<file path="config.mk">
export PLATFORM = sky130hd
export DESIGN_NAME = glbl_clk_div
export DESIGN_NICKNAME = d
export VERILOG_FILES = /design/src/verilog/glbl_clk_div.sv
export SDC_FILE = /design/constraint.sdc
export NUM_CORES = 1
export LEC_CHECK = 0
export BUFFER_PORTS_ARGS = -buffer_cell sky130_fd_sc_hd__buf_2
export CORE_AREA = 2 2 39 41
export DETAILED_ROUTE_END_ITERATION = 10
export DIE_AREA = 0 0 41 43
export REMOVE_ABC_BUFFERS = 1
export SYNTH_ARGS = -nofsm -noshare
export SYNTH_HDL_FRONTEND = slang
export SYNTH_SLANG_ARGS = --single-unit
</file>
<file path="constraint.sdc">
create_clock -name mclk -period 3.6 [get_ports mclk]
set_input_delay 0.18 -clock mclk [delete_from_list [all_inputs] [get_ports mclk]]
set_output_delay 0.18 -clock mclk [all_outputs]
set_load 0.01 [all_outputs]
</file>
<file path="src/verilog/glbl_clk_div.sv">
module glbl_clk_div #(
   parameter int RATIO_W = 5
) (
   input  logic               mclk,
   input  logic               s_reset_n,
   input  logic               div_enb,
   input  logic [RATIO_W-1:0] div_ratio,
   output logic               rtc_clk
);

   logic [RATIO_W-1:0] cnt;
   logic               reload;

   // Terminal count, toggle and reload here
   assign reload = (cnt == '0);

   // --------------------
   // Down counter
   // --------------------
   always_ff @(posedge mclk or negedge s_reset_n) begin
      if (!s_reset_n) begin
         cnt <= '0;
      end else if (!div_enb) begin
         // Held cleared while off
         cnt <= '0;
      end else if (reload) begin
         cnt <= div_ratio;
      end else begin
         cnt <= cnt - 1'b1;
      end
   end

   // Output phase, ratio+1 mclk cycles each
   always_ff @(posedge mclk or negedge s_reset_n) begin
      if (!s_reset_n) begin
         rtc_clk <= 1'b0;
      end else if (!div_enb) begin
         rtc_clk <= 1'b0;
      end else if (reload) begin
         rtc_clk <= ~rtc_clk;
      end
   end

endmodule

</file>
; ---- After elaboration in Yosys (flattened, before gate mapping)
; Index checks and enable logic that the tools add are counted.
[totals]
reg_bits = 6
input_bits = 8
out_inout_bits = 1
[op_classes]
reduce_logical = 1
n_bitwise = 1
add_sub_neg = 1
mux = 4
n_eq_ne = 1
[ops]
columns = cell, count
row1 = 5-bit 2-to-1 mux, 2
row2 = 5-bit logical NOT, 1
row3 = 5-bit by 1-bit subtractor with 5-bit output (second input constant), 1
row4 = 1-bit 2-to-1 mux, 2
row5 = 2-bit by 1-bit inequality test with 1-bit output (second input constant), 1
row6 = 1-bit NOT, 1

; ---- Longest topological paths before layout
[logic_depth]
ltp_word = 3
mapped_depth = 6
mapped_depth_nobuf = 5

; ---- Least setup slack after synthesis
; Ideal clock, no wire load.
[synth_path]
path_type = reg-to-reg
start = reg cnt[0]
end = reg rtc_clk
arrival_time_ns = 1.453
path_stages_with_launch = 7
setup_ns = 0.119
required_ns = 3.481
setup_slack_ns = 2.028
path_cell_list = dfrtp_1 > inv_1 > ha_1 > or4b_4 > buf_6 > xnor2_1 > and2_1
[synth_via]
elab_chain_cells = 2
[synth_lines]
columns = element, line
row1 = "start, declared", 11  ; logic [RATIO_W-1:0] cnt;
row2 = "start signal, assigned", 27  ; cnt <= div_ratio;
row3 = "start signal, assigned", 29  ; cnt <= cnt - 1'b1;
row4 = 5-bit logical NOT, 15  ; assign reload = (cnt == '0);
row5 = 2-bit by 1-bit inequality test with 1-bit output (no line), n/a
row6 = "end signal, assigned", 40  ; rtc_clk <= ~rtc_clk;
row7 = "end, declared", 8  ; output logic rtc_clk
; No other way between the ends.
; A chain may end at the register's enable or synchronous reset.

; ---- Worst setup path in the final report
; Same ends and word-level chain as after synthesis.

==> impl_metrics.env <==
export IMPL_status="finished, final reports clean"
export IMPL_grt_usage_pct=8.91
export IMPL_overflow=0
export IMPL_drv_slew=0
export IMPL_grt_max_degree=9
export IMPL_skew_ns=0.00241
export IMPL_vdd_drop_max_mv=0.280
export IMPL_n_antenna_cell=0
export IMPL_ys_types=17
export IMPL_rows=14
export IMPL_drive_above_1_share_pct=31.6
export IMPL_cts_tree="yes"
export IMPL_gp_congestion=0.733
export IMPL_clock_latency_ns=0.24
export IMPL_io_pins=9
export IMPL_cts_sinks=6
export IMPL_antenna_found_initial=0
export IMPL_fin_setup_tns_ns=0
export IMPL_p_leak_nw=0.208
export IMPL_start_util_pct=22.3
export IMPL_worstPathArrival_ns=1.73
export IMPL_numCtsBuffers=3
export IMPL_ant_nets=0
export IMPL_hold_violations=0
export IMPL_grt_pass1_wl_um=1010
export IMPL_fin_area_um2=390
export IMPL_hold_path_cell_count=2
export IMPL_dieArea_um2=1760
export IMPL_viasPerCell=4.11
export IMPL_num_vias=222
export IMPL_dp_cells=50
export IMPL_drc_errors=0
export IMPL_clockBufferDepth=2
export IMPL_die_w_um=41
export IMPL_stdcell_count=54
export IMPL_setup_viol=0
export IMPL_synthesis_area_um2=309
export IMPL_fin_crit_sh_pct=44.5
export IMPL_hp_class="input port to flip-flop"
export IMPL_min_to="cnt[0]"
export IMPL_io_buffers=8
export IMPL_grt_pass1_vias=266
export IMPL_crit_required_ns=3.73
export IMPL_ctsHtreeMaxLevel=1
export IMPL_rsz0062_at_grt="false"
export IMPL_cap_violations=0
export IMPL_die_y_um=43
export IMPL_cp_start_kind="flip-flop"
export IMPL_tightest_slew_ns=0.211
export IMPL_drt_wirelength_per_cell_um=9.67
export IMPL_root_buffer="clkbuf_4"
export IMPL_hold_start="div_ratio[0]"
export IMPL_fill_cells=150
export IMPL_worst_setup_path_end_kind="flip-flop"
export IMPL_path_max_fanout=8
export IMPL_yosysSeqAreaShare_pct=48.6
export IMPL_cts_clk_slew_worst_paths_ns=0.04
export IMPL_cp_startpoint="cnt[0]"
export IMPL_final_util_pct=28.2
export IMPL_netlist_instances=27
export IMPL_wl_um=522
export IMPL_max_freq_ghz=0.625
export IMPL_first_iter_violations=5
export IMPL_ys_warn_count=0
export IMPL_core_um2=1380
export IMPL_post_cts_buffers=0
export IMPL_rr_startpoint="cnt[0]"
export IMPL_syn2layout_area_growth_pct=26.3
export IMPL_dpl_cell_area_um2=358
export IMPL_dp_hpwl_um=391
export IMPL_fin_crit_ns=1.60
export IMPL_critPathKind="flip-flop to flip-flop"
export IMPL_synth_seq_cells=6
export IMPL_power_per_cell_area_nw_per_um2=783
export IMPL_r2r_end="rtc_clk"
export IMPL_avgSynthCellArea_um2=11.4
export IMPL_reg2regPathDepth=5
export IMPL_slew_headroom_pct=85.8
export IMPL_ctsResizeCount=0
export IMPL_dr_pass1_iters=4
export IMPL_rrSetupSlack_ns=2.00
export IMPL_num_nets_final=49
-- where the power goes --
| group | leakage [nW] | total, mW | internal (mW) | switching (mW) |
|---|---|---|---|---|
| Sequential | 0.0780 | 0.114 | 0.0944 | 0.0193 |
| Clock | 0.0138 | 0.0606 | 0.0376 | 0.0229 |
| Combinational | 0.116 | 0.132 | 0.0715 | 0.0600 |
-- critical path, cell delays in order, from the launching register on --
cell and delay [ns]:
dfrtp_1 0.38, inv_1 0.06, ha_1 0.21, or4b_4 0.55
xnor2_1 0.15, and2_1 0.15
-- metrics by stage --
step / power [mW] / hold slack [ns] / worst slack (ns)
after floorplan: 0.217 / -0.116 / 2.09
after global placement: 0.244 / 0.0109 / 2.01
after detailed placement: 0.247 / 0.00926 / 2.01
after CTS: 0.311 / 0.175 / 2.00
after global routing: 0.336 / 0.189 / 1.91
final: 0.306 / 0.181 / 2.00
-- placed cells by master (no fill, tap or decap), drive strengths merged --
cell type and n:
dfrtp 6, a21boi 1, nor3 1, clkbuf 3, xor2 1, nor2 1, o21a 1, ha 1
and2 1, and4b 1, or4b 1, inv 2, xnor2 2, o21ai 1, dlygate4sd3 1, buf 8
nand2 2, a21oi 1, o211a 3
-- worst max path at each step --
stage | slack [ns] | to
finish | 2.00 | rtc_clk
global route | 1.91 | rtc_clk
CTS | 2.00 | rtc_clk
detailed placement | 2.01 | rtc_clk
global placement | 2.01 | rtc_clk
floorplan | 2.09 | rtc_clk
-- logic make-up after synthesis --
| group | Yosys count | share of synthesized area, % |
|---|---|---|
| AOI/OAI and AO/OA | 7 | 17.8 |
| xor gates and xnor gates | 3 | 8.50 |
| adders and majority gates | 1 | 4.05 |
| buffers and inverters | 3 | 6.07 |
| DFF | 6 | 48.6 |
| and+or+nand+nor | 7 | 15.0 |
-- cell usage after synthesis, drive strengths merged --
cell type  count  area (um2)
o21a           1        7.51
dfrtp          6         150
inv            2        7.51
nand2          2        7.51
a21boi         1        7.51
xnor2          2        17.5
o21ai          1        5.00
xor2           1        8.76
ha             1        12.5
nor3           1        5.00
buf            1        11.3
a21oi          1        5.00
or4b           1        13.8
and4b          1        10.0
and2           1        6.26
nor2           1        3.75
o211a          3        30.0
-- metal layers --
layer  GRT usage, %  wire [um]
met4           8.00          0
met2           11.9        244
met3           3.14         17
met1           10.6        260
met5              0          0
-- layout make-up --
| cell class | instances | area (um2) | share of cell area [%] |
|---|---|---|---|
| well taps | 16 | 20.0 | 5.13 |
| inverters | 2 | 7.51 | 1.92 |
| clock buffers | 3 | 22.5 | 5.77 |
| repair buffers | 9 | 50.0 | 12.8 |
| flip-flops and latches | 6 | 150 | 38.5 |
| multi-input cells | 18 | 140 | 35.9 |
-- timing repair --
action,in CTS,in global routing
hold buffers,1,0
endpoints found under the hold margin,6,0
setup endpoints to repair,0,0
-- sequential cells by signal, indices dropped and copies added (netlist names) --
signal	flops
cnt	5
rtc_clk	1
Power figures use the tool's default switching activity.
